File: config.mk
export PLATFORM = sky130hd
export DESIGN_NAME = gs_progress_counter
export DESIGN_NICKNAME = d
export VERILOG_FILES = /design/src/gs_pkg.sv /design/src/gs_progress_counter.sv
export SDC_FILE = /design/constraint.sdc
export NUM_CORES = 1
export LEC_CHECK = 0
export BUFFER_PORTS_ARGS = -buffer_cell sky130_fd_sc_hd__buf_2
export CELL_PAD_IN_SITES_DETAIL_PLACEMENT = 0
export CELL_PAD_IN_SITES_GLOBAL_PLACEMENT = 1
export CORE_MARGIN = 4
export CORE_UTILIZATION = 34
export DETAILED_ROUTE_END_ITERATION = 8
export PLACE_DENSITY = 0.82
export SYNTH_ARGS = -nofsm -noshare
export SYNTH_HDL_FRONTEND = slang
export SYNTH_SLANG_ARGS = --single-unit
File: constraint.sdc
create_clock -name clk_i -period 2.5 [get_ports clk_i]
set_clock_uncertainty 0.15 [all_clocks]
set_input_delay 0.5 -clock clk_i [delete_from_list [all_inputs] [get_ports clk_i]]
set_output_delay 0.5 -clock clk_i [all_outputs]
set_load 0.02 [all_outputs]
File: src/gs_pkg.sv
/*
  shared widths, request address map and encodings of the gather-scatter tile
  imported by every design module and by the testbench
*/
package gs_pkg;

  localparam int data_width_lp = 32;
  localparam int req_addr_width_lp = 10;
  localparam int dmem_els_lp = 256;
  localparam int dmem_addr_width_lp = 8;
  localparam int len_width_lp = 9;
  localparam int src_width_lp = 4;
  localparam int wakeup_addr_width_lp = 10;
  localparam int id_els_lp = 8;
  localparam int id_width_lp = 3;

  // request word addresses
  localparam logic [req_addr_width_lp-1:0] run_addr_lp = 10'h000;
  localparam logic [req_addr_width_lp-1:0] len_addr_lp = 10'h001;
  localparam logic [req_addr_width_lp-1:0] stride_addr_lp = 10'h002;
  localparam logic [req_addr_width_lp-1:0] base_addr_lp = 10'h003;
  // data memory window is 0x100 to 0x1ff
  localparam logic [req_addr_width_lp-1:0] dmem_base_lp = 10'h100;

  localparam logic [data_width_lp-1:0] invalid_data_lp = 32'hDEADBEEF;

  // run fsm states
  localparam logic [1:0] st_idle_lp = 2'd0;
  localparam logic [1:0] st_gather_lp = 2'd1;
  localparam logic [1:0] st_scatter_lp = 2'd2;
  localparam logic [1:0] st_wakeup_lp = 2'd3;

  typedef enum logic [1:0] {
    op_load = 2'd0,
    op_store = 2'd1,
    op_wakeup = 2'd2
  } gs_op_e;

  // request data, seen as a plain word or as a run command
  typedef union packed {
    logic [data_width_lp-1:0] raw;
    struct packed {
      logic scatter_not_gather;
      logic [data_width_lp-wakeup_addr_width_lp-2:0] rsvd;
      logic [wakeup_addr_width_lp-1:0] wakeup_addr;
    } run;
  } gs_word_u;

endpackage

File: src/gs_progress_counter.sv
/*
  element index counter of a run, counting up from zero
  last_o flags the final element of the configured length
*/
`timescale 1ns/1ns

module gs_progress_counter import gs_pkg::*; (
  input  logic                    clk_i,
  input  logic                    reset_i,
  input  logic                    clear_i,
  input  logic                    up_i,
  input  logic [len_width_lp-1:0] len_i,
  output logic [len_width_lp-1:0] count_o,
  output logic                    last_o
);

  logic [len_width_lp-1:0] count_r;

  // clear together with up starts at one
  always_ff @(posedge clk_i) begin
    if (reset_i) begin
      count_r <= '0;
    end else if (clear_i) begin
      count_r <= len_width_lp'(up_i);
    end else if (up_i) begin
      count_r <= count_r + len_width_lp'(1);
    end
  end

  assign count_o = count_r;
  assign last_o = (count_r == len_i - len_width_lp'(1));

endmodule

After elaboration in Yosys (flattened, before gate mapping)
Index checks and enable logic that the tools add are counted.

Add/sub/neg operators: 2. Equality and inequality tests: 1. Muxes and demuxes: 2. Reduce and logical (&&, ||, !) cells: 2.

Operator list (count): $add 9x1->9 const B (1); $eq 9x9->1 (1); $sub 9x1->9 const B (1); $mux 1 (2); $reduce_bool 2->1 (1); $reduce_or 2->1 (1).

Register bits after elaboration: 9. Input bits: 13. Output and inout port bits: 10. Logic and storage cells: 9.

Longest topological paths before layout
Depth after elaboration: 3. Mapped depth: 7. Gate-level depth less buffers: 7.

Least setup slack after synthesis
No wires, ideal clock.

Kind: reg-to-output. From: register count_r[7], in the netlist count_o[7]. To: output last_o. Arrival time: 1.716 ns. Data required time: 1.850 ns. Slack: 0.134 ns. Cell stages (with the launch flop): 6. Buffers on the path: 0. Path through: dfxtp_1 -> xnor2_1 -> or4b_1 -> a21boi_1 -> nor2_1 -> a221oi_2.

Word-level cells in the longest chain between the ends: 1.

Ends and longest elaborated chain: start: declaration (line gs_progress_counter.sv:17) `logic [len_width_lp-1:0] count_r;`; start signal: assignment (line gs_progress_counter.sv:24) `count_r <= len_width_lp'(up_i);`; start signal: assignment (line gs_progress_counter.sv:26) `count_r <= count_r + len_width_lp'(1);`; $eq 9x9->1 (line gs_progress_counter.sv:31) `assign last_o = (count_r == len_i - len_width_lp'(1));`; end: declaration (line gs_progress_counter.sv:14) `output logic last_o`.

No other way between the ends.

Final worst setup path
From: input len_i[7]. To: output last_o.

Word-level cells in the longest chain between the ends: 2.

Ends and longest elaborated chain: start: declaration (line gs_progress_counter.sv:12) `input logic [len_width_lp-1:0] len_i,`; $sub 9x1->9 (line gs_progress_counter.sv:31); $eq 9x9->1 (line gs_progress_counter.sv:31).

No other way between the ends.

==> impl_metrics.py <==
metrics = {
    "critical_path": {
        "critical_path_arrival_ns": 1.85,
        "worstPathMaxFanout": 3,
        "end_kind": "primary output",
        "cp-start-kind": "input pin",
        "cp.required_ns": 1.85,
        "path_class": "in -> out",
    },
    "drt": {
        "drt-met1-wl_um": 714,
        "via_per_inst": 4.752,
        "dr_wl_met2_um": 703,
        "drc": 0,
        "firstDrtPassIters": 4,
        "antenna_left": 0,
        "wl_mm": 1.537,
        "top_layer_used": "met4",
        "drtIter0Drc": 6,
        "wl_met3_um": 79,
        "avgRoutedWirePerCell_um": 11.22,
        "vias": 651,
    },
    "floorplanning": {
        "die-area_um2": 2699,
        "pin_count": 23,
        "die_w_um": 51.96,
        "start_util": 0.3684,
        "core.rowCount": 15,
        "die_h_um": 51.96,
        "core_um2": 1783,
    },
    "global_route": {
        "grt_usage": 0.1204,
        "grt_max_degree": 10,
        "antenna_found_initial": 0,
        "overflow": 0,
        "grt_pass1_vias": 643,
        "grt_pass1_wl_mm": 2.456,
    },
    "finish": {
        "layout_commonest_cell": "buf_2",
        "largest_reg_flops": 9,
        "nets": 128,
        "areaGrowthSynthToFinish_pct": 34.48,
        "final_cell_mix": "buf_2, nor2_1, xnor2_1, xor2_1, dfxtp_1",
        "drive_gt1_frac": 0.3304,
        "fillCellCount": 187,
        "finalNonFillerCells": 137,
        "diodes": 0,
    },
    "sta": {
        "rsz0062_at_grt": "true",
        "min_period_over_period": 0.9983,
        "period_needed_ns": 2.496,
        "tns_ns": 0,
        "setup_viol": 0,
        "finalHoldViolations": 0,
        "maxSlewViolCount": 0,
        "max_slew.worst_pin.slew_ns": 0.2972,
        "max_freq_mhz": 400.7,
        "slew_headroom": 0.8002,
    },
    "power": {
        "powerDensity_nw_per_um2": 370.3,
        "p_leak_uw": 0.0003761,
        "finalPower_uw": 327.1,
        "ir_drop_uv": 198.1,
    },
    "clocking": {
        "cts_made_buffers": 3,
        "cts_setup_buffers": 0,
        "ctsHoldBuffers": 0,
        "root_buffer": "clkbuf_4",
        "clk_pin_slew_worst_paths_ns": 0.06,
        "worst_skew_pair.late_latency_ns": 0.27,
        "cts.path.max_buffers": 2,
        "cts_htree_levels": 1,
        "cts_tree": "yes",
        "clock-sinks": 9,
    },
    "synthesis": {
        "ys_seq_area_frac": 0.2743,
        "synth_edf_count": 0,
        "synth-async-reset-ratio": 0,
        "synthFlopType": "dfxtp_1",
        "synth_seq_cells": 9,
        "yosysWarnings": 0,
        "syn_nets": 97,
        "synth_cell_types": 25,
        "netlist_area_um2": 656.9,
        "postSynthCellCount": 82,
        "avgSynthCellArea_um2": 8.011,
    },
    "status": {
        "status": "finished, final reports clean",
    },
    "place": {
        "dp_hpwl_mm": 1.199,
        "placed_cells": 133,
        "gp_congestion": 0.7570,
        "port_buffers": 22,
    },
    "min_path": {
        "hold_class": "in -> reg",
    },
    "job": {
        "max_cap_violations": 0,
    },
}
critical path, cell delays in order:
cell      delay (ns)
buf_2           0.12
xnor2_1         0.13
or4b_1          0.49
a21boi_2        0.14
nor2_1          0.06
a221oi_2        0.23
buf_4           0.18
synthesized netlist by cell type (2+ instances only):
cell,n,area share
nand2_1,7,0.040
clkbuf_1,2,0.011
nand3_1,3,0.023
nand4_1,4,0.038
dfxtp_1,9,0.27
xnor2_1,10,0.13
nor3_1,4,0.030
nor2_1,13,0.074
and3_1,3,0.029
inv_1,2,0.011
xor2_1,8,0.11
mux2i_1,2,0.030
nand4b_1,2,0.027
ha_1,2,0.038
cells by family (layout without fill, tap and decap cells):
group           count (synthesis)  after routing  share of synthesized area
fa+ha+maj                       2              2                    0.03809
simple gates                   43             43                     0.3410
compound gates                  4              4                    0.05333
buf+inv                         4             34                    0.02287
mux                             2              2                    0.03048
xor+xnor                       18             18                     0.2400
flops                           9              9                     0.2743
worst paths after layout:
path / startpoint / to / slack [ns] / cells after the start
hold reg to reg: count_o[7] / count_o[7] / 0.39 / 2
hold / removal: reset_i / count_o[0] / 0.24 / 2
setup / recovery: len_i[7] / last_o / 0.004 / 7
setup reg to reg: count_o[2] / count_o[7] / 1.04 / 5
routing by layer:
metal | up-vias | global-route usage
met3 | 5 | 0.02292
li1 | 345 | -
met1 | 284 | 0.1241
met5 | - | 0
met2 | 17 | 0.2176
met4 | 0 | 0.07860
timing repair:
item / 4_1_cts / 5_1_grt
setup endpoints to repair: 1 / 1
pin swaps: 0 / 1
gates resized for setup: 5 / 1
final cells by class:
class	instances	area [µm²]	area share
Inverter	2	7.507	0.008499
Timing Repair Buffer	28	163.9	0.1856
Sequential cell	9	181.4	0.2054
Multi-Input combinational cell	69	473.0	0.5354
Tap cell	25	31.28	0.03541
Clock buffer	4	26.28	0.02975
power breakdown:
| group | internal (µW) | leakage (µW) | switching, µW | total [µW] |
|---|---|---|---|---|
| registers | 145 | 0.0000733 | 3.80 | 149 |
| clock network | 61.7 | 0.0000150 | 54.9 | 117 |
| logic | 32.0 | 0.000288 | 29.5 | 61.5 |
| total | 239 | 0.000376 | 88.2 | 327 |
metrics by stage:
stage	setup WS (ns)	instance area, µm²	hold slack (ns)	util
after floorplan	0.1339	656.9	0.4224	-
after global placement	0.006630	835.8	0.3911	0.4688
after detailed placement	-0.08364	835.8	0.4015	0.4688
after CTS	-0.005993	880.8	0.2404	0.4940
after global routing	-0.07813	883.3	0.2509	0.4954
final	0.004192	883.3	0.2381	0.4954
Note: power is estimated with default switching activity, not from simulation.
