[config.mk]
export PLATFORM = sky130hd
export DESIGN_NAME = gs_id_tracker
export DESIGN_NICKNAME = d
export VERILOG_FILES = /design/src/gs_pkg.sv /design/src/gs_id_tracker.sv
export SDC_FILE = /design/constraint.sdc
export NUM_CORES = 1
export LEC_CHECK = 0
export ABC_AREA = 0
export BUFFER_PORTS_ARGS = -buffer_cell sky130_fd_sc_hd__buf_2
export CORE_MARGIN = 2
export CORE_UTILIZATION = 60
export CTS_BUF_LIST = sky130_fd_sc_hd__clkbuf_2
export CTS_CLUSTER_SIZE = 28
export DETAILED_ROUTE_END_ITERATION = 12
export PLACE_DENSITY = 0.82
export SETUP_SLACK_MARGIN = 0.05
export SKIP_LAST_GASP = 1
export SLEW_MARGIN = 20
export SYNTH_ARGS = -nofsm -noshare
export SYNTH_HDL_FRONTEND = slang
export SYNTH_SLANG_ARGS = --single-unit
[constraint.sdc]
create_clock -name clk_i -period 7.29 [get_ports clk_i]
set_input_delay 0.729 -clock clk_i [delete_from_list [all_inputs] [get_ports clk_i]]
set_output_delay 0.729 -clock clk_i [all_outputs]
set_load 0.05 [all_outputs]
[src/gs_pkg.sv]
/*
  shared widths, request address map and encodings of the gather-scatter tile
  imported by every design module and by the testbench
*/
package gs_pkg;

  localparam int data_width_lp = 32;
  localparam int req_addr_width_lp = 10;
  localparam int dmem_els_lp = 256;
  localparam int dmem_addr_width_lp = 8;
  localparam int len_width_lp = 9;
  localparam int src_width_lp = 4;
  localparam int wakeup_addr_width_lp = 10;
  localparam int id_els_lp = 8;
  localparam int id_width_lp = 3;

  // request word addresses
  localparam logic [req_addr_width_lp-1:0] run_addr_lp = 10'h000;
  localparam logic [req_addr_width_lp-1:0] len_addr_lp = 10'h001;
  localparam logic [req_addr_width_lp-1:0] stride_addr_lp = 10'h002;
  localparam logic [req_addr_width_lp-1:0] base_addr_lp = 10'h003;
  // data memory window is 0x100 to 0x1ff
  localparam logic [req_addr_width_lp-1:0] dmem_base_lp = 10'h100;

  localparam logic [data_width_lp-1:0] invalid_data_lp = 32'hDEADBEEF;

  // run fsm states
  localparam logic [1:0] st_idle_lp = 2'd0;
  localparam logic [1:0] st_gather_lp = 2'd1;
  localparam logic [1:0] st_scatter_lp = 2'd2;
  localparam logic [1:0] st_wakeup_lp = 2'd3;

  typedef enum logic [1:0] {
    op_load = 2'd0,
    op_store = 2'd1,
    op_wakeup = 2'd2
  } gs_op_e;

  // request data, seen as a plain word or as a run command
  typedef union packed {
    logic [data_width_lp-1:0] raw;
    struct packed {
      logic scatter_not_gather;
      logic [data_width_lp-wakeup_addr_width_lp-2:0] rsvd;
      logic [wakeup_addr_width_lp-1:0] wakeup_addr;
    } run;
  } gs_word_u;

endpackage

[src/gs_id_tracker.sv]
/*
  tag pool for outstanding gather loads
  records the destination memory index of every tag and looks it up on return
*/
`timescale 1ns/1ns

module gs_id_tracker import gs_pkg::*; (
  input  logic                          clk_i,
  input  logic                          reset_i,
  input  logic                          alloc_yumi_i,
  input  logic [dmem_addr_width_lp-1:0] alloc_dest_i,
  output logic [id_width_lp-1:0]        alloc_id_o,
  output logic                          alloc_v_o,
  output logic                          all_free_o,
  input  logic                          ret_v_i,
  input  logic [id_width_lp-1:0]        ret_id_i,
  output logic [dmem_addr_width_lp-1:0] ret_dest_o
);

  logic [id_els_lp-1:0] free_r;
  logic [id_els_lp-1:0] free_n;
  logic [id_width_lp-1:0] lowest_free;
  logic hold_r;
  logic [id_width_lp-1:0] hold_id_r;
  logic [dmem_addr_width_lp-1:0] dest_r [id_els_lp];

  // priority pick, lowest index wins
  always_comb begin
    lowest_free = '0;
    for (int i = id_els_lp - 1; i >= 0; i--) begin
      if (free_r[i]) begin
        lowest_free = id_width_lp'(i);
      end
    end
  end

  // an offered tag sticks until it is taken, so a return of a
  // lower tag cannot change a pending load
  assign alloc_id_o = hold_r ? hold_id_r : lowest_free;
  assign alloc_v_o = |free_r;
  assign all_free_o = &free_r;

  always_comb begin
    free_n = free_r;
    if (alloc_yumi_i) begin
      free_n[alloc_id_o] = 1'b0;
    end
    if (ret_v_i) begin
      free_n[ret_id_i] = 1'b1;
    end
  end

  always_ff @(posedge clk_i) begin
    if (reset_i) begin
      free_r <= '1;
      hold_r <= 1'b0;
    end else begin
      free_r <= free_n;
      hold_r <= alloc_v_o & ~alloc_yumi_i;
    end
  end

  always_ff @(posedge clk_i) begin
    if (alloc_v_o & ~hold_r) begin
      hold_id_r <= lowest_free;
    end
    if (alloc_yumi_i) begin
      dest_r[alloc_id_o] <= alloc_dest_i;
    end
  end

  assign ret_dest_o = dest_r[ret_id_i];

endmodule

==> Word-level counts from Yosys, hierarchy flattened <==
Memory sizes are Yosys's and may differ from the RTL's.
Index checks and enable logic that the tools add are counted.
{ "totals": {"regBits": 12, "latch_bits": 0, "ramBits": 64, "rom_bits": 0, "in_bits": 15, "output_inout_bits": 13, "word_cells": 36, "memories": 1} }
{ "op_classes": {"addsub": 0, "mul": 0, "n_div": 0, "n_lt_le_gt_ge": 4, "eq_ne": 0, "shift": 0, "mux": 17, "bitwise_logic": 7, "n_reduce_logical": 4} }
{ "memory_table": {"columns": ["memory", "words", "word_bits", "rd", "rd_clocked_by_memory_dff", "wr", "line", "text"], "rows": [
  ["dest_r", 8, 8, 1, 0, 1, "gs_id_tracker.sv:25", "logic [dmem_addr_width_lp-1:0] dest_r [id_els_lp];"]
]} }
{ "op_table": {"columns": ["op", "n"], "rows": [
  ["3-bit two-way mux", 9],
  ["8-bit two-way mux", 2],
  ["8-bit bitwise AND", 1],
  ["3-bit by 4-bit < comparator with 1-bit output (second input constant)", 2],
  ["8-bit inverter", 1],
  ["8-bit OR", 1],
  ["8-bit AND reduction", 1],
  ["8-bit OR reduction", 1],
  ["1-bit demux with 3-bit select", 2],
  ["3-bit by 1-bit greater-or-equal comparator with 1-bit output (second input constant)", 2],
  ["1-bit two-way mux", 4],
  ["1-bit bitwise AND", 2],
  ["1-bit logical AND", 2],
  ["1-bit inverter", 2]
]} }

==> Depth between registers and ports, before layout <==
Gate-level depths: netlist of the first run.
{ "logic_depth": {"word_depth": 18, "mapped_depth": 6, "depth_no_buf": 6} }

==> Worst setup path before layout of the first run <==
OpenSTA, ideal clock, no wires.
{ "synth_path": {"kind": "input to output", "startpoint": "input port ret_id_i[1]", "endpoint": "output port ret_dest_o[0]", "arrival_time_ps": 2093, "required_time_ps": 6561, "path_slack_ps": 4468, "path_stages": 4, "path_buffers": 2, "cell_sequence": "buf_1 -> buf_1 -> mux4_2 -> mux2_2"} }
{ "synth_via": {"elab_chain_len": 1} }
{ "synth_rtl": {"columns": ["element", "line", "text"], "rows": [
  ["from (decl)", "gs_id_tracker.sv:16", "input logic [id_width_lp-1:0] ret_id_i,"],
  ["memory read 8 x 8 bit", null, null],
  ["to (decl)", "gs_id_tracker.sv:17", "output logic [dmem_addr_width_lp-1:0] ret_dest_o"]
]} }
Every way passes these cells.

==> Final worst setup path of the first run <==
{ "layout_path": {"startpoint": "input port ret_id_i[0]", "endpoint": "output port ret_dest_o[5]"} }
Same word-level chain as after synthesis.

==> impl_metrics.py, run 1 <==
metrics = {
    "drt": {
        "wl_mm": 5.70,
        "drtIter0Drc": 203,
        "vias": 1709,
        "drc": 0,
        "vias_per_cell": 6.10,
        "first_pass_iters": 5,
        "final_antenna_net_count": 0,
        "detail_route.wl_per_cell_um": 20.3,
    },
    "grt": {
        "grt_pass1_vias": 1683,
        "grt_overflow": 0,
        "grt_max_degree": 22,
        "track_usage": 0.227,
        "antenna_found_initial": 0,
        "grt_pass1_wl_mm": 8.78,
    },
    "power_and_ir_drop": {
        "vdd_drop_max_mv": 0.149,
        "pwr-share-comb": 0.110,
        "p_int_mw": 0.559,
        "power.leakage_nw": 1.20,
        "switching_power_mw": 0.191,
        "seq_power_share": 0.656,
        "clkPwrFrac": 0.235,
        "powerDensity_mw_per_mm2": 221,
        "swShare": 0.255,
        "p_total_mw": 0.749,
    },
    "synthesis": {
        "synth.distinct_cells": 35,
        "ys_warn_count": 0,
        "syn_inst": 173,
        "synth_area_leaders": "edfxtp_1 65%, mux4_2 12%, dfxtp_1 5.8%",
        "synth_seq_cells": 76,
        "synth_top_area_share": 0.650,
        "yosys_most_used_dff": "edfxtp_1",
        "syn_area_per_cell_um2": 17.9,
        "synth_edf_count": 67,
        "yosysMostFrequentCell": "edfxtp_1",
        "synthesis.area_mm2": 0.00310,
        "ys_seq_area_frac": 0.708,
        "yosysTopAreaCell": "edfxtp_1",
        "async_flop_share": 0,
        "synth_nets": 188,
        "synthTopCellsByCount": "67 x edfxtp_1, 16 x mux4_2, 10 x inv_1, 9 x dfxtp_1, 9 x mux2_2",
    },
    "critical_path": {
        "required_ns": 6.56,
        "startpoint_type": "input port",
        "critical_path.max_fanout": 20,
        "crit_end": "ret_dest_o[5]",
        "rr_startpoint": "free_r[7]",
        "crit_path_end_kind": "output pin",
        "worst-r2r-setup-slack_ns": 4.53,
        "reg2regPathDepth": 5,
        "critical_path_class": "in2out",
        "r2r_end": "dest_r[7][3]",
        "crit_start": "ret_id_i[0]",
        "arrival_ns": 2.27,
    },
    "timing": {
        "setup_slack_ns": 4.29,
        "max-slew-margin-rel": 0.322,
        "post-route-period-util": 0.411,
        "setup_viol": 0,
        "worstMarginPinSlew_ns": 1.01,
        "tns_ns": 0,
        "slew_viol_final": 0,
        "rsz0062_at_grt": "false",
        "min_period_ns": 3.00,
        "fmax_mhz": 334,
        "finalHoldViolCount": 0,
        "finalHoldWorstSlack_ns": 0.476,
        "finClkSkew_ns": 0.0233,
    },
    "final_layout": {
        "antennaDiodeCount": 0,
        "stdcell_area_mm2": 0.00339,
        "fillers": 355,
        "fin_nets": 220,
        "layoutNonFillerInstCount": 280,
        "drive_above_1_share": 0.371,
        "finish.utilization": 0.673,
        "syn2layout_area_growth_pct": 9.58,
    },
    "run_status": {
        "status": "complete, no violations",
    },
    "placement": {
        "gp_congestion": 0.869,
        "place_hpwl_mm": 3.65,
        "place_ws_ns": 4.24,
        "dp.cells": 264,
        "place_area_mm2": 0.00332,
        "io_buffers": 27,
    },
    "clocking": {
        "cts_sinks": 76,
        "cts_made_buffers": 9,
        "clockBufferDepth": 2,
        "worstSkewPairLatency_ns": 0.48,
        "cts_tree": "yes",
        "clk_pin_slew_worst_paths_ns": 0.18,
        "htree_num_levels": 3,
        "post_cts_buffers": 0,
        "cts_resized": 0,
        "cts_hold_buf": 0,
        "cts-root-buf": "clkbuf_2",
    },
    "die": {
        "ios": 28,
        "die_h_um": 75.8,
        "die-area_mm2": 0.00575,
        "coreArea_mm2": 0.00504,
        "start_util": 0.614,
        "die_w_um": 75.8,
        "fp-row-count": 26,
    },
    "min_path": {
        "min_path_cells": 2,
        "hp-class": "in2reg",
    },
    "run": {
        "maxCapViolations": 0,
    },
}
layer usage:
layer / GRT usage / part of all wire / vias to the layer above
li1: - / - / 762
met1: 0.315 / 0.42 / 855
met2: 0.344 / 0.49 / 87
met3: 0.0714 / 0.077 / 5
met4: 0.0819 / 0.0086 / 0
met5: 0 / 0 / -
cells in the final DEF (no fill, tap or decap), drive strengths merged:
master   n
or4      1
edfxtp  67
a211o    1
nor3b    2
a221oi   1
clkbuf  12
nand4    3
nand3    1
nor3     6
o21ai    7
nor2     8
nor4     2
o41ai    1
a21o     1
or2      1
a311oi   1
o311ai   1
nand2b   1
inv     10
nand2    3
o31ai    2
dfxtp    9
a41oi    1
nor2b    3
a21oi    3
mux2     9
a31oi    3
clkinv   4
buf     29
and3     1
mux4    16
cell type report:
class	instances	area, um^2	area share
inverters	10	37.5	0.0111
flip-flops and latches	76	2190	0.646
clock inverters	4	17.5	0.00516
well taps	70	87.6	0.0258
multi-input cells	79	848	0.250
clock buffers	12	60.1	0.0177
repair buffers	29	150	0.0442
sequential cells by signal, summed over array words and instances (netlist names):
name and count:
hold_r 1, free_r 8, dest_r 64, hold_id_r 3
cells by family after synthesis:
group / after synthesis / share of synthesized area
buffers and inverters: 18 / 0.0246
AO/OA/AOI/OAI: 22 / 0.0610
flip-flops: 76 / 0.708
multiplexers: 25 / 0.149
AND/OR/NAND/NOR: 32 / 0.0574
worst min-delay path by stage:
stage	from	end	slack, ns
final	alloc_yumi_i	hold_r	0.48
after global routing	alloc_yumi_i	hold_r	0.42
after CTS	alloc_yumi_i	hold_r	0.42
after detailed placement	free_r[2]	free_r[2]	0.51
after global placement	free_r[2]	free_r[2]	0.50
after floorplan	free_r[2]	free_r[2]	0.47
power by group through the flow:
stage          registers [mW]  logic (mW)  clock network [mW]
3_3_place_gp            0.500      0.0796                   0
4_1_cts                 0.491      0.0826               0.179
5_1_grt                 0.493      0.0883               0.202
2_1_floorplan           0.498      0.0619                   0
3_5_place_dp            0.501      0.0821                   0
6_report                0.491      0.0821               0.176
critical path, cell delays in order:
cell,delay [ns]
buf_2,0.47
mux4_2,0.57
mux2_2,0.28
buf_2,0.21
No activity file was read; power rests on OpenSTA's default activity.
==> inputs of run 2 (changes only) <==
Clock period 7.29 ns to 2.8 ns, I/O delays scaled along.
==> impl_metrics.py, run 2 (same netlist as run 1, synthesis figures left out) <==
metrics = {
    "timing": {
        "tns_ns": 0,
        "finalHoldViolCount": 0,
        "finClkSkew_ns": 0.0309,
        "fmax_mhz": 400,
        "slew_viol_final": 0,
        "worstMarginPinSlew_ns": 0.588,
        "min_period_ns": 2.50,
        "setup_viol": 0,
        "post-route-period-util": 0.893,
        "max-slew-margin-rel": 0.608,
        "setup_slack_ns": 0.298,
        "rsz0062_at_grt": "false",
    },
    "clocking": {
        "cts_made_buffers": 9,
        "post_cts_buffers": 0,
        "htree_num_levels": 3,
        "clk_pin_slew_worst_paths_ns": 0.19,
        "cts_resized": 0,
        "worstSkewPairLatency_ns": 0.50,
        "cts_sinks": 76,
        "clockBufferDepth": 2,
        "cts_tree": "yes",
        "cts-root-buf": "clkbuf_2",
    },
    "critical_path": {
        "arrival_ns": 2.22,
        "crit_slowest_cell": "or4_4",
        "rr_startpoint": "free_r[7]",
        "required_ns": 2.52,
        "reg2regPathDepth": 5,
        "path_cells": "or4_4 > nor4_1 > inv_1 > buf_2",
        "worst-r2r-setup-slack_ns": 0.64,
        "startpoint_type": "flip-flop",
        "r2r_end": "dest_r[5][4]",
        "crit_path_end_kind": "output pin",
        "critical_path.max_fanout": 7,
        "slowest_delay_ns": 0.60,
        "critical_path_class": "reg2out",
    },
    "placement": {
        "gp_congestion": 0.857,
        "io_buffers": 27,
        "place_area_mm2": 0.00336,
        "place_hpwl_mm": 3.87,
        "place_ws_ns": 0.665,
    },
    "die": {
        "die_w_um": 75.8,
        "die-area_mm2": 0.00575,
        "ios": 28,
        "start_util": 0.614,
        "coreArea_mm2": 0.00504,
        "fp-row-count": 26,
        "die_h_um": 75.8,
    },
    "final_layout": {
        "largest_reg_flops": 64,
        "antennaDiodeCount": 0,
        "syn2layout_area_growth_pct": 13.3,
        "drive_above_1_share": 0.365,
        "top_regs": "dest_r (64), free_r (8), hold_id_r (3)",
        "fin_nets": 233,
        "stdcell_area_mm2": 0.00351,
        "final_common_cell": "edfxtp_1",
        "regMostFlops": "dest_r",
        "layout_common_cells": "67 x edfxtp_1, 27 x buf_2, 16 x mux4_2, 10 x inv_1, 10 x buf_4",
    },
    "drt": {
        "vias_per_cell": 5.91,
        "final_antenna_net_count": 0,
        "first_pass_iters": 4,
        "drtIter0Drc": 204,
        "drc": 0,
        "wl_mm": 5.85,
        "vias": 1725,
        "detail_route.wl_per_cell_um": 20.0,
    },
    "min_path": {
        "holdPathEnd": "dest_r[5][1]",
        "min_path_cells": 1,
        "worst_hold_startpoint": "alloc_dest_i[1]",
        "hp-class": "in2reg",
    },
    "power_and_ir_drop": {
        "powerDensity_mw_per_mm2": 584,
        "vdd_drop_max_mv": 0.280,
        "power.leakage_nw": 1.26,
        "p_total_mw": 2.05,
    },
    "run": {
        "maxCapViolations": 0,
    },
    "run_status": {
        "status": "complete, no violations",
    },
    "grt": {
        "antenna_found_initial": 0,
        "track_usage": 0.233,
        "grt_pass1_wl_mm": 8.91,
        "grt_pass1_vias": 1750,
        "grt_overflow": 0,
        "grt_max_degree": 22,
    },
}
==> run 2: cell types whose count changed in the layout (fill, tap and decap cells not counted) <==
cell,change
nor3_2,-4
buf_4,+8
clkbuf_2,-3
bufinv_16,+1
dlygate4sd3_1,+5
nor3_1,+4
clkinv_4,+1
==> run 2: worst max-delay path, delay by kind of cell (launching register included) <==
family        cells  cell delay, ns
flops             1            0.44
simple gates      2            0.99
buf+inv           2            0.29
==> run 2: final cells by class <==
class | instances | area [um^2]
Timing Repair Buffer | 42 | 260
Multi-Input combinational cell | 79 | 828
Fill cell | 332 | 1540
Tap cell | 70 | 87.6
Sequential cell | 76 | 2190
Clock inverter | 6 | 56.3
Inverter | 10 | 37.5
Clock buffer | 9 | 45.0
==> run 2: stage by stage <==
step,hold WS (ns),utilization,instances
after floorplan,0.359,-,173
after global placement,0.506,0.666,272
after detailed placement,0.528,0.666,272
after CTS,0.00257,0.694,291
after global routing,0.00641,0.696,292
final,0.0442,0.696,292
==> run 2: worst max-delay path by stage <==
stage                     slack (ns)        start  cells after the start       endpoint
after floorplan                 0.08    free_r[1]                      5   dest_r[4][0]
after global placement          0.69  ret_id_i[0]                      4  ret_dest_o[1]
after detailed placement        0.67  ret_id_i[0]                      4  ret_dest_o[1]
after CTS                       0.25    free_r[1]                      4      alloc_v_o
after global routing             0.1    free_r[1]                      4      alloc_v_o
final                           0.30    free_r[1]                      4      alloc_v_o
==> run 2: what timing repair did <==
action / CTS / global route
endpoints found under the hold margin: 16 / 3
hold buffers: 4 / 1
endpoints found under the setup margin: 0 / 0
==> run 2: metal layers <==
metal  wire length, um  part of all wire  vias up  GRT usage
li1                  -                 -      784          -
met1              2260              0.39      859      0.291
met2              2990              0.51       71      0.376
met3               462             0.079       11     0.0701
met4               129             0.022        0      0.105
met5                 0                 0        -          0
==> run 2: where the power goes <==
group | switching [mW] | total, mW | internal (mW)
registers | 0.0164 | 1.28 | 1.26
clock network | 0.350 | 0.545 | 0.194
logic | 0.144 | 0.223 | 0.0790
total | 0.511 | 2.05 | 1.54
