[config.mk]
export PLATFORM = sky130hd
export DESIGN_NAME = gs_csr
export DESIGN_NICKNAME = d
export VERILOG_FILES = /design/src/gs_pkg.sv /design/src/gs_csr.sv
export SDC_FILE = /design/constraint.sdc
export NUM_CORES = 1
export LEC_CHECK = 0
export ABC_CLOCK_PERIOD_IN_PS = 8900
export BUFFER_PORTS_ARGS = -buffer_cell sky130_fd_sc_hd__buf_2
export CORE_ASPECT_RATIO = 1.2
export CORE_MARGIN = 4
export CORE_UTILIZATION = 55
export DETAILED_ROUTE_END_ITERATION = 7
export PLACE_DENSITY_LB_ADDON = 0.25
export SLEW_MARGIN = 20
export SYNTH_ARGS = -nofsm -noshare
export SYNTH_HDL_FRONTEND = slang
export SYNTH_SLANG_ARGS = --single-unit
[constraint.sdc]
create_clock -name clk_i -period 8.9 [get_ports clk_i]
set_input_delay 1.78 -clock clk_i [delete_from_list [all_inputs] [get_ports clk_i]]
set_output_delay 1.78 -clock clk_i [all_outputs]
set_load 0.02 [all_outputs]
[src/gs_pkg.sv]
/*
  shared widths, request address map and encodings of the gather-scatter tile
  imported by every design module and by the testbench
*/
package gs_pkg;

  localparam int data_width_lp = 32;
  localparam int req_addr_width_lp = 10;
  localparam int dmem_els_lp = 256;
  localparam int dmem_addr_width_lp = 8;
  localparam int len_width_lp = 9;
  localparam int src_width_lp = 4;
  localparam int wakeup_addr_width_lp = 10;
  localparam int id_els_lp = 8;
  localparam int id_width_lp = 3;

  // request word addresses
  localparam logic [req_addr_width_lp-1:0] run_addr_lp = 10'h000;
  localparam logic [req_addr_width_lp-1:0] len_addr_lp = 10'h001;
  localparam logic [req_addr_width_lp-1:0] stride_addr_lp = 10'h002;
  localparam logic [req_addr_width_lp-1:0] base_addr_lp = 10'h003;
  // data memory window is 0x100 to 0x1ff
  localparam logic [req_addr_width_lp-1:0] dmem_base_lp = 10'h100;

  localparam logic [data_width_lp-1:0] invalid_data_lp = 32'hDEADBEEF;

  // run fsm states
  localparam logic [1:0] st_idle_lp = 2'd0;
  localparam logic [1:0] st_gather_lp = 2'd1;
  localparam logic [1:0] st_scatter_lp = 2'd2;
  localparam logic [1:0] st_wakeup_lp = 2'd3;

  typedef enum logic [1:0] {
    op_load = 2'd0,
    op_store = 2'd1,
    op_wakeup = 2'd2
  } gs_op_e;

  // request data, seen as a plain word or as a run command
  typedef union packed {
    logic [data_width_lp-1:0] raw;
    struct packed {
      logic scatter_not_gather;
      logic [data_width_lp-wakeup_addr_width_lp-2:0] rsvd;
      logic [wakeup_addr_width_lp-1:0] wakeup_addr;
    } run;
  } gs_word_u;

endpackage

[src/gs_csr.sv]
/*
  configuration registers of the engine and the remote address generator
  written from the request port while idle, read by the outbound path
*/
`timescale 1ns/1ns

module gs_csr import gs_pkg::*; (
  input  logic                            clk_i,
  input  logic                            reset_i,
  input  logic                            len_we_i,
  input  logic                            stride_we_i,
  input  logic                            base_we_i,
  input  logic                            run_we_i,
  input  gs_word_u                        req_data_i,
  input  logic [src_width_lp-1:0]         req_src_i,
  input  logic [len_width_lp-1:0]         count_i,
  input  logic                            scatter_i,
  output logic [len_width_lp-1:0]         len_o,
  output logic [data_width_lp-1:0]        remote_addr_o,
  output logic [wakeup_addr_width_lp-1:0] wakeup_addr_o,
  output logic [src_width_lp-1:0]         wakeup_tile_o
);

  logic [len_width_lp-1:0] len_r;
  logic [dmem_addr_width_lp-1:0] stride_r;
  logic [data_width_lp-1:0] base_r;
  logic [wakeup_addr_width_lp-1:0] wakeup_addr_r;
  logic [src_width_lp-1:0] wakeup_tile_r;
  logic [len_width_lp-1:0] index;
  logic [data_width_lp-1:0] offset;

  always_ff @(posedge clk_i) begin
    if (reset_i) begin
      len_r <= '0;
      stride_r <= '0;
      base_r <= '0;
    end else begin
      if (len_we_i) len_r <= req_data_i.raw[len_width_lp-1:0];
      if (stride_we_i) stride_r <= req_data_i.raw[dmem_addr_width_lp-1:0];
      if (base_we_i) base_r <= req_data_i.raw;
    end
  end

  // requester and wakeup target captured with the run command
  always_ff @(posedge clk_i) begin
    if (run_we_i) begin
      wakeup_tile_r <= req_src_i;
      wakeup_addr_r <= req_data_i.run.wakeup_addr;
    end
  end

  // scatter runs one element ahead because of the prefetch
  assign index = scatter_i ? count_i - len_width_lp'(1) : count_i;
  assign offset = data_width_lp'(index) * data_width_lp'(stride_r);
  assign remote_addr_o = base_r + offset;

  assign len_o = len_r;
  assign wakeup_addr_o = wakeup_addr_r;
  assign wakeup_tile_o = wakeup_tile_r;

endmodule

# Yosys cells after proc, flatten, opt, wreduce, memory -nomap -nowiden
# Cells that the tools add are included.
dict set report totals {
  elab_cells 9
  regBits 63
}
dict set report op_classes {
  add_sub_neg 2
  muxes 1
  multipliers 1
}
# operator n
set ops {}
lappend ops {{$add 32x17->32} 1}
lappend ops {{$mul 9x8->17} 1}
lappend ops {{$mux 9} 1}
lappend ops {{$sub 9x1->9 const B} 1}

# Depth between registers and ports, before layout
# Gate-level depths: netlist of run 1.
dict set report logic_depth {
  depth_word 4
  ltp_mapped 22
  depth_no_buf 21
}

# Least setup slack after synthesis of run 1
# OpenSTA, ideal clock, no wires.
dict set report synth_timing {
  kind {input -> output}
  from {input count_i[2]}
  to {output remote_addr_o[29]}
  t_required_ps 7120
  path_stages 20
  t_arrival_ps 6603
  slack_ps 517
  n_path_buf 0
  path_cell_list {nand2b_2 nor3_4 nand2b_2 nor4b_4 xnor2_1 nand2b_1 fa_1 inv_1 fa_1 fa_1 inv_1 fa_1 inv_1 ha_1 a21oi_1 nand2_1 o2111a_2 nor3_4 nor3_1 xor2_1}
}
dict set report synth_between {
  elab_chain_cells 4
}
# item line_no
set synth_rtl {}
lappend synth_rtl {{start, declared} gs_csr.sv:16} ;# input logic [len_width_lp-1:0] count_i,
lappend synth_rtl {{$sub 9x1->9} gs_csr.sv:53} ;# assign index = scatter_i ? count_i - len_width_lp'(1) : count_i;
lappend synth_rtl {{$mux 9 (*)} gs_csr.sv:53}
lappend synth_rtl {{$mul 9x8->17 (*)} gs_csr.sv:54} ;# assign offset = data_width_lp'(index) * data_width_lp'(stride_r);
lappend synth_rtl {{$add 32x17->32 (*)} gs_csr.sv:55} ;# assign remote_addr_o = base_r + offset;
lappend synth_rtl {{end, declared} gs_csr.sv:19} ;# output logic [data_width_lp-1:0] remote_addr_o,
# Mark *: on every way between the ends. The rest lies on a longest branch, timed or not.

# Worst setup path in the final report of run 1
dict set report layout_timing {
  from {input count_i[2]}
  to {output remote_addr_o[27]}
}
# Same word-level chain as after synthesis.

==> flow_metrics.env, run 1 <==
export IMPL_run_status="complete, no violations"
export IMPL_finalWorstSetupSlack_ps=205
export IMPL_crit_fanout=8
export IMPL_wl_met1_microns=4680
export IMPL_grt_pass1_wl_microns=21300
export IMPL_postCtsHoldBufs=0
export IMPL_globalRouteOverflowTotal=0
export IMPL_topRoutingLayerUsed="met4"
export IMPL_grt_total_usage=0.223
export IMPL_p_total_mw=1.24
export IMPL_critPathArrivalTime_ps=6920
export IMPL_clk_pin_slew_ps=60
export IMPL_synth_distinct_cells=42
export IMPL_crit_required_ps=7120
export IMPL_syn_inst=597
export IMPL_wl_met3_microns=455
export IMPL_crit_slowest_cell="fa_1"
export IMPL_routed_wl_microns=12800
export IMPL_yosysWarnings=0
export IMPL_antenna_found_initial=0
export IMPL_finalNetCount=872
export IMPL_final_layout_size_suffix_gt1_frac=0.239
export IMPL_grt_pass1_vias=4636
export IMPL_worstMarginPinSlew_ps=940
export IMPL_finalSetupViolCount=0
export IMPL_path_class="in2out"
export IMPL_portBuffers=106
export IMPL_die_y_microns=118
export IMPL_slew_viol_final=0
export IMPL_max_stage_delay_ps=540
export IMPL_worst_path_buf_inv=8
export IMPL_hold_violations=0
export IMPL_cts_tree="built"
export IMPL_path_common_cell="fa_1"
export IMPL_ys_seq_elements=63
export IMPL_min_period_ps=8700
export IMPL_initial_core_util=0.561
export IMPL_clockRootBuffer="clkbuf_16"
export IMPL_fmax_mhz=115
export IMPL_cts_buffers=9
export IMPL_viasPerCell=5.19
export IMPL_h_tree_depth=3
export IMPL_clockBufferDepth=2
export IMPL_grt_max_degree=50
export IMPL_synth_nets=749
export IMPL_antenna_diode_count=0
export IMPL_cp_start_kind="input port"
export IMPL_post_dp_hpwl_microns=10300
export IMPL_drt_iter0_drc=174
export IMPL_min_path_type="reg2reg"
export IMPL_first_pass_iters=4
export IMPL_clkSinkCount=63
export IMPL_final_core_util=0.690
export IMPL_met2_length_microns=7340
export IMPL_hold_ws_ps=489
export IMPL_cp_end_kind="output port"
export IMPL_postRouteAntennaNets=0
export IMPL_avgSynthCellArea_sq_um=9.36
export IMPL_dp_slack_ps=-3.06
export IMPL_die_area_sq_um=11800
export IMPL_period_share=0.977
export IMPL_vias=4416
export IMPL_coreArea_sq_um=9960
export IMPL_cp_top_family="adder cells"
export IMPL_final_cell_mix="104 x inv_1, 104 x buf_2, 59 x nor2_1"
export IMPL_fp_dieW_microns=100
export IMPL_yosysSeqAreaShare=0.251
export IMPL_wire_per_inst_microns=15.0
export IMPL_pwr_density_cell_nw_per_um2=180
export IMPL_synthToLayoutAreaGrowth_pct=23.1
export IMPL_netlist_area_sq_um=5590
export IMPL_clk_latency_ps=330
export IMPL_peakVddDrop_v=0.000176
export IMPL_rsz0062_at_grt="true"
export IMPL_num_rows=40
export IMPL_clock_skew_ps=0
export IMPL_ios=107
export IMPL_relSlewSlack=0.373
export IMPL_max_cap_viol_count=0
export IMPL_drc=0
export IMPL_gp_congestion=0.903
export IMPL_leakage_nw=3.58
-- synthesized netlist by cell type --
master    instances  area [sq um]
inv_1           106           398
nor2_1           59           221
fa_1             57          1140
dfxtp_1          49           981
mux2i_1          49           490
ha_1             43           538
nand2_1          43           161
and2_1           40           250
a21oi_1          18          90.1
xnor2_1          18           158
xor2_1           15           131
edfxtp_1         14           420
clkbuf_1          8          30.0
and3_1            7          43.8
nor2b_1           7          43.8
nand3_1           6          30.0
nand4_1           6          37.5
o21ai_0           6          30.0
nand2b_1          5          31.3
a31oi_1           4          25.0
buf_1             4          15.0
buf_2             4          20.0
nor3_1            4          20.0
o21ai_1           3          15.0
a21o_1            2          15.0
nand2b_2          2          17.5
nor3_4            2          32.5
o21bai_1          2          15.0
a21bo_2           1          10.0
a21boi_1          1          7.51
a311oi_1          1          8.76
a31oi_2           1          12.5
a32oi_1           1          8.76
nand3b_1          1          7.51
nor3_2            1          10.0
nor4_4            1          21.3
nor4b_4           1          23.8
nor4bb_4          1          25.0
o2111a_2          1          12.5
o211ai_1          1          7.51
o211ai_2          1          12.5
xor2_2            1          16.3
-- metal layers --
metal	vias to the layer above	GRT usage
li1	2132	-
met1	2165	0.245
met2	94	0.425
met3	25	0.0407
met4	0	0.0716
met5	-	0
-- power breakdown --
group / internal (mW) / total (mW) / leakage, nW / switching [mW]
combinational: 0.214 / 0.498 / 2.86 / 0.284
sequential: 0.311 / 0.327 / 0.542 / 0.0161
clock: 0.278 / 0.413 / 0.173 / 0.136
total: 0.803 / 1.24 / 3.58 / 0.436
-- worst reg2reg max path, stage by stage (launching register included) --
cell and delay [ps]:
dfxtp_1 590, mux2i_1 130, nor2_1 100
-- worst paths after layout --
| kind | from | endpoint | slack (ps) | cells past startpoint |
|---|---|---|---|---|
| worst max-delay path | count_i[2] | remote_addr_o[27] | 200 | 25 |
| worst min-delay path | len_o[2]$_SDFFE_PP0P_ | len_o[2]$_SDFFE_PP0P_ | 490 | 2 |
| worst max register to register | stride_r[1]$_SDFFE_PP0P_ | stride_r[1]$_SDFFE_PP0P_ | 8010 | 2 |
| worst min register to register | len_o[2]$_SDFFE_PP0P_ | len_o[2]$_SDFFE_PP0P_ | 490 | 2 |
-- layout make-up --
cell class | instances | area (sq um)
well taps | 126 | 158
flip-flops and latches | 63 | 1400
fillers | 793 | 3080
repair buffers | 128 | 717
multi-input cells | 412 | 3850
clock buffers | 9 | 225
inverters | 106 | 398
clock inverters | 7 | 128
-- repair_timing --
item | 4_1_cts | 5_1_grt
endpoints found under the hold margin | 0 | 0
pin swaps | 1 | 22
gates resized for setup | 0 | 23
endpoints found under the setup margin | 1 | 17
buffers inserted | 1 | 5
-- kinds of logic (layout without fill, tap and decap cells) --
| logic type | Yosys count | after routing | share of synthesized area |
|---|---|---|---|
| simple gates | 186 | 186 | 0.175 |
| buf+inv | 122 | 250 | 0.0829 |
| fa+ha+maj | 100 | 100 | 0.301 |
| flops | 63 | 63 | 0.251 |
| mux | 49 | 49 | 0.0878 |
| compound gates | 43 | 43 | 0.0484 |
| xor+xnor | 34 | 34 | 0.0546 |
-- state kept, by name, indices dropped and copies added, names as in the netlist --
signal,cells
len_o,9
base_r,32
stride_r,8
wakeup_tile_o,4
wakeup_addr_o,10
-- through the flow --
| stage | cells | cell area [sq um] | TNS [ps] |
|---|---|---|---|
| finish | 851 | 6880 | 0 |
| global route | 851 | 6880 | -166 |
| CTS | 846 | 6700 | -0.166 |
| detailed placement | 829 | 6330 | -3.06 |
| global placement | 829 | 6330 | 0 |
| floorplan | 597 | 5590 | 0 |
No activity file was read; power rests on OpenSTA's default activity.
==> run 2: changes to the inputs <==
ABC_CLOCK_PERIOD_IN_PS = 7800   (was 8900)
CORE_UTILIZATION = 51   (was 55)
clock period = 7.8 ns   (was 8.9 ns; I/O delays follow)
==> run 2 against run 1 <==
  * The flow now finishes with violations (setup timing)
  * Sequential cell count is the same
  * Sequential share of layout area decreased by 2.4 points
  * Count of clock-buffer cells in the layout unchanged
  * Core utilization is 4.3 points higher
  * Cell area up 13%
  * Combinational power grew 46%
  * Largest cell class unchanged
  * Highest routed layer unchanged
==> flow_metrics.env, run 2 (synthesized netlist as in run 1, its figures left out) <==
export IMPL_critPathArrivalTime_ps=6630
export IMPL_first_pass_iters=4
export IMPL_coreArea_sq_um=10600
export IMPL_max_cap_viol_count=0
export IMPL_min_path_type="reg2reg"
export IMPL_cts_buffers=9
export IMPL_grt_total_usage=0.225
export IMPL_die_area_sq_um=12700
export IMPL_wire_per_inst_microns=15.0
export IMPL_max_stage_delay_ps=560
export IMPL_cp_start_kind="input port"
export IMPL_hold_violations=0
export IMPL_crit_fanout=5
export IMPL_post_dp_hpwl_microns=10300
export IMPL_hold_ws_ps=490
export IMPL_rsz0062_at_grt="true"
export IMPL_leakage_nw=4.03
export IMPL_hold_path_cell_count=2
export IMPL_run_status="finished with violations"
export IMPL_grt_util_met2=0.432
export IMPL_drt_iter0_drc=222
export IMPL_worstMarginPinSlew_ps=949
export IMPL_num_rows=41
export IMPL_h_tree_depth=3
export IMPL_final_cell_mix="93 x inv_1, 86 x buf_4, 81 x buf_2"
export IMPL_antenna_diode_count=0
export IMPL_crit_required_ps=6240
export IMPL_slew_viol_final=0
export IMPL_dp_cells=874
export IMPL_grt_busiest_layer="met2"
export IMPL_grt_pass1_wl_microns=23400
export IMPL_antenna_found_initial=0
export IMPL_finalSetupViolCount=22
export IMPL_met1_usage=0.251
export IMPL_path_class="in2out"
export IMPL_postRouteAntennaNets=0
export IMPL_fin_cells=915
export IMPL_crit_chain="buf_6, nand2b_4, nor3_4, nand2b_4, nor4_4, xor2_2, buf_4, nand2_2, fa_1, inv_2, fa_1, fa_1, fa_1, ha_4, buf_4, a21oi_4, o211ai_2, buf_6, a31oi_4, o21ai_4, a31oi_2, xnor2_1, buf_4"
export IMPL_gp_congestion=0.894
export IMPL_vias=4684
export IMPL_clock_skew_ps=0
export IMPL_ff2ff_path_depth=2
export IMPL_clkSinkCount=63
export IMPL_clk_latency_ps=330
export IMPL_finalNetCount=933
export IMPL_worst_path_buf_inv=6
export IMPL_grt_max_degree=50
export IMPL_initial_core_util=0.526
export IMPL_grt_pass1_vias=5167
export IMPL_clockRootBuffer="clkbuf_16"
export IMPL_portBuffers=106
export IMPL_crit_slowest_cell="fa_1"
export IMPL_die_y_microns=123
export IMPL_period_share=1.05
export IMPL_pwr_density_cell_nw_per_um2=197
export IMPL_peakVddDrop_v=0.000183
export IMPL_fp_dieW_microns=104
export IMPL_viasPerCell=5.12
export IMPL_worst_path_stages=23
export IMPL_fmax_mhz=122
export IMPL_routed_wl_microns=13700
export IMPL_largest_reg_flops=32
export IMPL_ios=107
export IMPL_path_common_cell="fa_1"
export IMPL_violations="setup timing"
export IMPL_drc=0
export IMPL_postCtsHoldBufs=0
export IMPL_cts_tree="built"
export IMPL_final_layout_size_suffix_gt1_frac=0.379
export IMPL_cp_top_family="adder cells"
export IMPL_synthToLayoutAreaGrowth_pct=39.3
export IMPL_top_register="base_r"
export IMPL_min_period_ps=8190
export IMPL_clk_pin_slew_ps=60
export IMPL_use_met3=0.0342
export IMPL_globalRouteOverflowTotal=0
export IMPL_final_common_cell="inv_1"
export IMPL_worst_r2r_setup_slack_ps=6820
export IMPL_relSlewSlack=0.368
export IMPL_cp_end_kind="output port"
export IMPL_finalWorstSetupSlack_ps=-388
export IMPL_clockBufferDepth=2
run 2: changes by cell type in the layout (fill, tap and decap cells not counted), sizes merged:
cell      before  now
buf          128  189
clkinv         1    2
bufinv         3    2
inv          109  108
clkinvlp       0    1
run 2: what timing repair did:
| item | 4_1_cts | 5_1_grt |
|---|---|---|
| buffers inserted | 17 | 10 |
| resized for setup | 68 | 49 |
| pin swaps | 62 | 32 |
| endpoints found under the setup margin | 23 | 24 |
run 2: final cells by class:
type	instances	area, sq um
well taps	129	161
repair buffers	189	1310
flip-flops and latches	63	1400
multi-input cells	412	4190
clock buffers	9	225
fillers	800	2840
clock inverters	7	103
inverters	106	398
run 2: path summary, 6_finish.rpt:
check,endpoint,startpoint
setup / recovery,remote_addr_o[18],count_i[2]
hold / removal,len_o[5]$_SDFFE_PP0P_,len_o[5]$_SDFFE_PP0P_
setup reg to reg,stride_r[0]$_SDFFE_PP0P_,stride_r[0]$_SDFFE_PP0P_
hold reg to reg,len_o[5]$_SDFFE_PP0P_,len_o[5]$_SDFFE_PP0P_
run 2: metal layers:
metal / vias to the layer above / routed length, microns
li1: 2247 / -
met1: 2289 / 5380
met2: 118 / 7470
met3: 30 / 531
met4: 0 / 343
met5: - / 0
run 2: per-stage QoR:
step	setup slack (ps)	power (mW)	utilization	setup TNS, ps	cell area [sq um]
2_1_floorplan	-2.38	0.742	-	-2.38	5730
3_3_place_gp	-361	0.946	0.641	-5000	6810
3_5_place_dp	-472	0.959	0.641	-6830	6810
4_1_cts	-300	1.48	0.710	-3120	7540
5_1_grt	-584	1.64	0.733	-10450	7780
6_report	-388	1.54	0.733	-5820	7780
run 2: worst register-to-register path, stage by stage, from the launching register on:
cell,delay (ps)
dfxtp_1,640
mux2i_1,150
nor2_1,130
run 2: where the power goes:
part | switching [mW] | total, mW | leakage [nW] | internal [mW]
registers | 0.0205 | 0.376 | 0.542 | 0.355
clock network | 0.154 | 0.436 | 0.157 | 0.283
logic | 0.368 | 0.725 | 3.33 | 0.356
total | 0.543 | 1.54 | 4.03 | 0.994
==> run 3: changes to the inputs <==
ABC_CLOCK_PERIOD_IN_PS = 8600   (was 7800)
CORE_UTILIZATION = 55   (was 51)
clock period = 8.6 ns   (was 7.8 ns; I/O delays follow)
==> run 3 against run 2 <==
  * The run now ends clean
  * Die area down 6.8%
  * Highest routed layer unchanged
  * Routed wire length down 6.4%
  * Clock power down 18%
==> flow_metrics.env, run 3 (synthesized netlist as in run 1, its figures left out) <==
export IMPL_run_status="complete, no violations"
export IMPL_worstReg2RegEnd="stride_r[0]$_SDFFE_PP0P_"
export IMPL_comb_power_share=0.436
export IMPL_viasPerCell=5.17
export IMPL_sw_frac_of_total=0.366
export IMPL_routed_wl_microns=12800
export IMPL_p_total_mw=1.23
export IMPL_r2r_start="stride_r[0]$_SDFFE_PP0P_"
export IMPL_clock_skew_ps=0
export IMPL_final_cell_mix="106 x inv_1, 96 x buf_2, 59 x nor2_1"
export IMPL_grt_pass1_vias=4557
export IMPL_hold_path_cell_count=2
export IMPL_h_tree_depth=3
export IMPL_period_share=0.996
export IMPL_post_dp_hpwl_microns=10100
export IMPL_cp_end_kind="output port"
export IMPL_finalSetupViolCount=0
export IMPL_hold_violations=0
export IMPL_synthToLayoutAreaGrowth_pct=25.0
export IMPL_worst_r2r_setup_slack_ps=7650
export IMPL_final_setup_tns_ps=0
export IMPL_antenna_found_initial=0
export IMPL_critPathArrivalTime_ps=6840
export IMPL_antenna_diode_count=0
export IMPL_p_switching_uw=451
export IMPL_fmax_mhz=117
export IMPL_die_area_sq_um=11800
export IMPL_min_from="base_r[10]$_SDFFE_PP0P_"
export IMPL_path_class="in2out"
export IMPL_ff2ff_path_depth=2
export IMPL_globalRouteOverflowTotal=0
export IMPL_first_pass_iters=4
export IMPL_peakVddDrop_v=0.000140
export IMPL_p_clk_frac=0.289
export IMPL_cp_start_kind="input port"
export IMPL_max_cap_viol_count=0
export IMPL_drc=0
export IMPL_relSlewSlack=0.369
export IMPL_num_rows=40
export IMPL_cts_tree="built"
export IMPL_fp_dieW_microns=100
export IMPL_pwr_density_cell_nw_per_um2=177
export IMPL_wire_per_inst_microns=15.0
export IMPL_final_common_cell="inv_1"
export IMPL_grt_total_usage=0.220
export IMPL_worstMarginPinSlew_ps=947
export IMPL_min_to="base_r[10]$_SDFFE_PP0P_"
export IMPL_postRouteAntennaNets=0
export IMPL_portBuffers=106
export IMPL_cts_buffers=9
export IMPL_gp_congestion=0.870
export IMPL_initial_core_util=0.561
export IMPL_leakage_nw=3.61
export IMPL_grt_max_degree=50
export IMPL_clkSinkCount=63
export IMPL_vias=4432
export IMPL_min_path_type="reg2reg"
export IMPL_die_y_microns=118
export IMPL_postCtsHoldBufs=0
export IMPL_clk_latency_ps=320
export IMPL_clk_pin_slew_ps=50
export IMPL_nFillCells=794
export IMPL_crit_fanout=5
export IMPL_p_int_uw=782
export IMPL_grt_pass1_wl_microns=21100
export IMPL_clockBufferDepth=2
export IMPL_largest_reg_flops=32
export IMPL_finalNetCount=878
export IMPL_pwr_share_seq=0.275
export IMPL_coreArea_sq_um=9960
export IMPL_rsz0062_at_grt="true"
export IMPL_ios=107
export IMPL_slew_viol_final=0
export IMPL_clockRootBuffer="clkbuf_16"
export IMPL_drt_iter0_drc=160
export IMPL_crit_required_ps=6880
export IMPL_top_register="base_r"
export IMPL_final_layout_size_suffix_gt1_frac=0.256
export IMPL_min_period_ps=8560
[run 3: cell count changes in the layout (fill, tap and decap cells not counted), moves of 5 or more]
cell,before,now
nand2_2,6,1
buf_6,21,5
xnor2_2,9,2
buf_4,86,31
nand2_1,35,41
xor2_2,8,1
a21oi_1,10,15
inv_2,13,0
xnor2_1,9,16
buf_2,81,96
xor2_1,8,15
inv_1,93,106
[run 3: worst max-delay path, stage by stage]
cell and delay, ps:
buf_6 90, nand2b_4 150, nor3_4 240, nand2b_4 90, nor4_4 330, xor2_2 230, buf_6 150, and2_1 140
fa_1 430, fa_1 500, fa_1 550, inv_1 60, fa_1 530, inv_1 60, ha_4 280, a21oi_1 90
o21ai_2 170, nand4_1 150, a31oi_2 240, buf_6 150, nand4_1 110, xnor2_1 190, buf_4 170
[run 3: cell type report]
class / instances / area, sq um / area share
clock buffer: 9 / 225 / 0.0323
tap: 126 / 158 / 0.0226
sequential: 63 / 1400 / 0.201
multi-input combinational: 412 / 3930 / 0.563
inverter: 106 / 398 / 0.0570
clock inverter: 7 / 72.6 / 0.0104
timing repair buffer: 134 / 797 / 0.114
[run 3: routing by layer]
metal | track usage | vias up | wire (microns)
li1 | - | 2149 | -
met1 | 0.251 | 2168 | 4800
met2 | 0.415 | 93 | 7300
met3 | 0.0325 | 22 | 444
met4 | 0.0691 | 0 | 298
met5 | 0 | - | 0
[run 3: timing repair]
action | 4_1_cts | 5_1_grt
setup buffers | 1 | 3
resized for setup | 5 | 43
pin swaps | 2 | 33
endpoints found under the setup margin | 4 | 16
[run 3: how the worst max path moves through the flow]
stage	to	start	slack, ps
global route	remote_addr_o[30]	count_i[2]	-220
detailed placement	remote_addr_o[27]	count_i[2]	-110
global placement	remote_addr_o[27]	count_i[2]	30
finish	remote_addr_o[30]	count_i[2]	40
CTS	remote_addr_o[27]	count_i[2]	-0.3
floorplan	remote_addr_o[29]	count_i[2]	340
[run 3: power groups by stage]
stage                     logic [mW]  clock network, mW  registers (mW)
after floorplan                0.307                  0           0.348
after global placement         0.467                  0           0.344
after detailed placement       0.480                  0           0.345
after CTS                      0.484              0.361           0.339
after global routing           0.593              0.378           0.342
final                          0.538              0.356           0.339
[run 3: metrics by stage]
stage	setup slack, ps	util	cell area, sq um	instances	hold WS (ps)
5_1_grt	-222	0.701	6980	857	524
6_report	38.6	0.701	6980	857	491
3_3_place_gp	27.4	0.643	6400	837	468
3_5_place_dp	-114	0.643	6400	837	481
4_1_cts	-0.314	0.676	6730	854	498
2_1_floorplan	337	-	5590	597	460
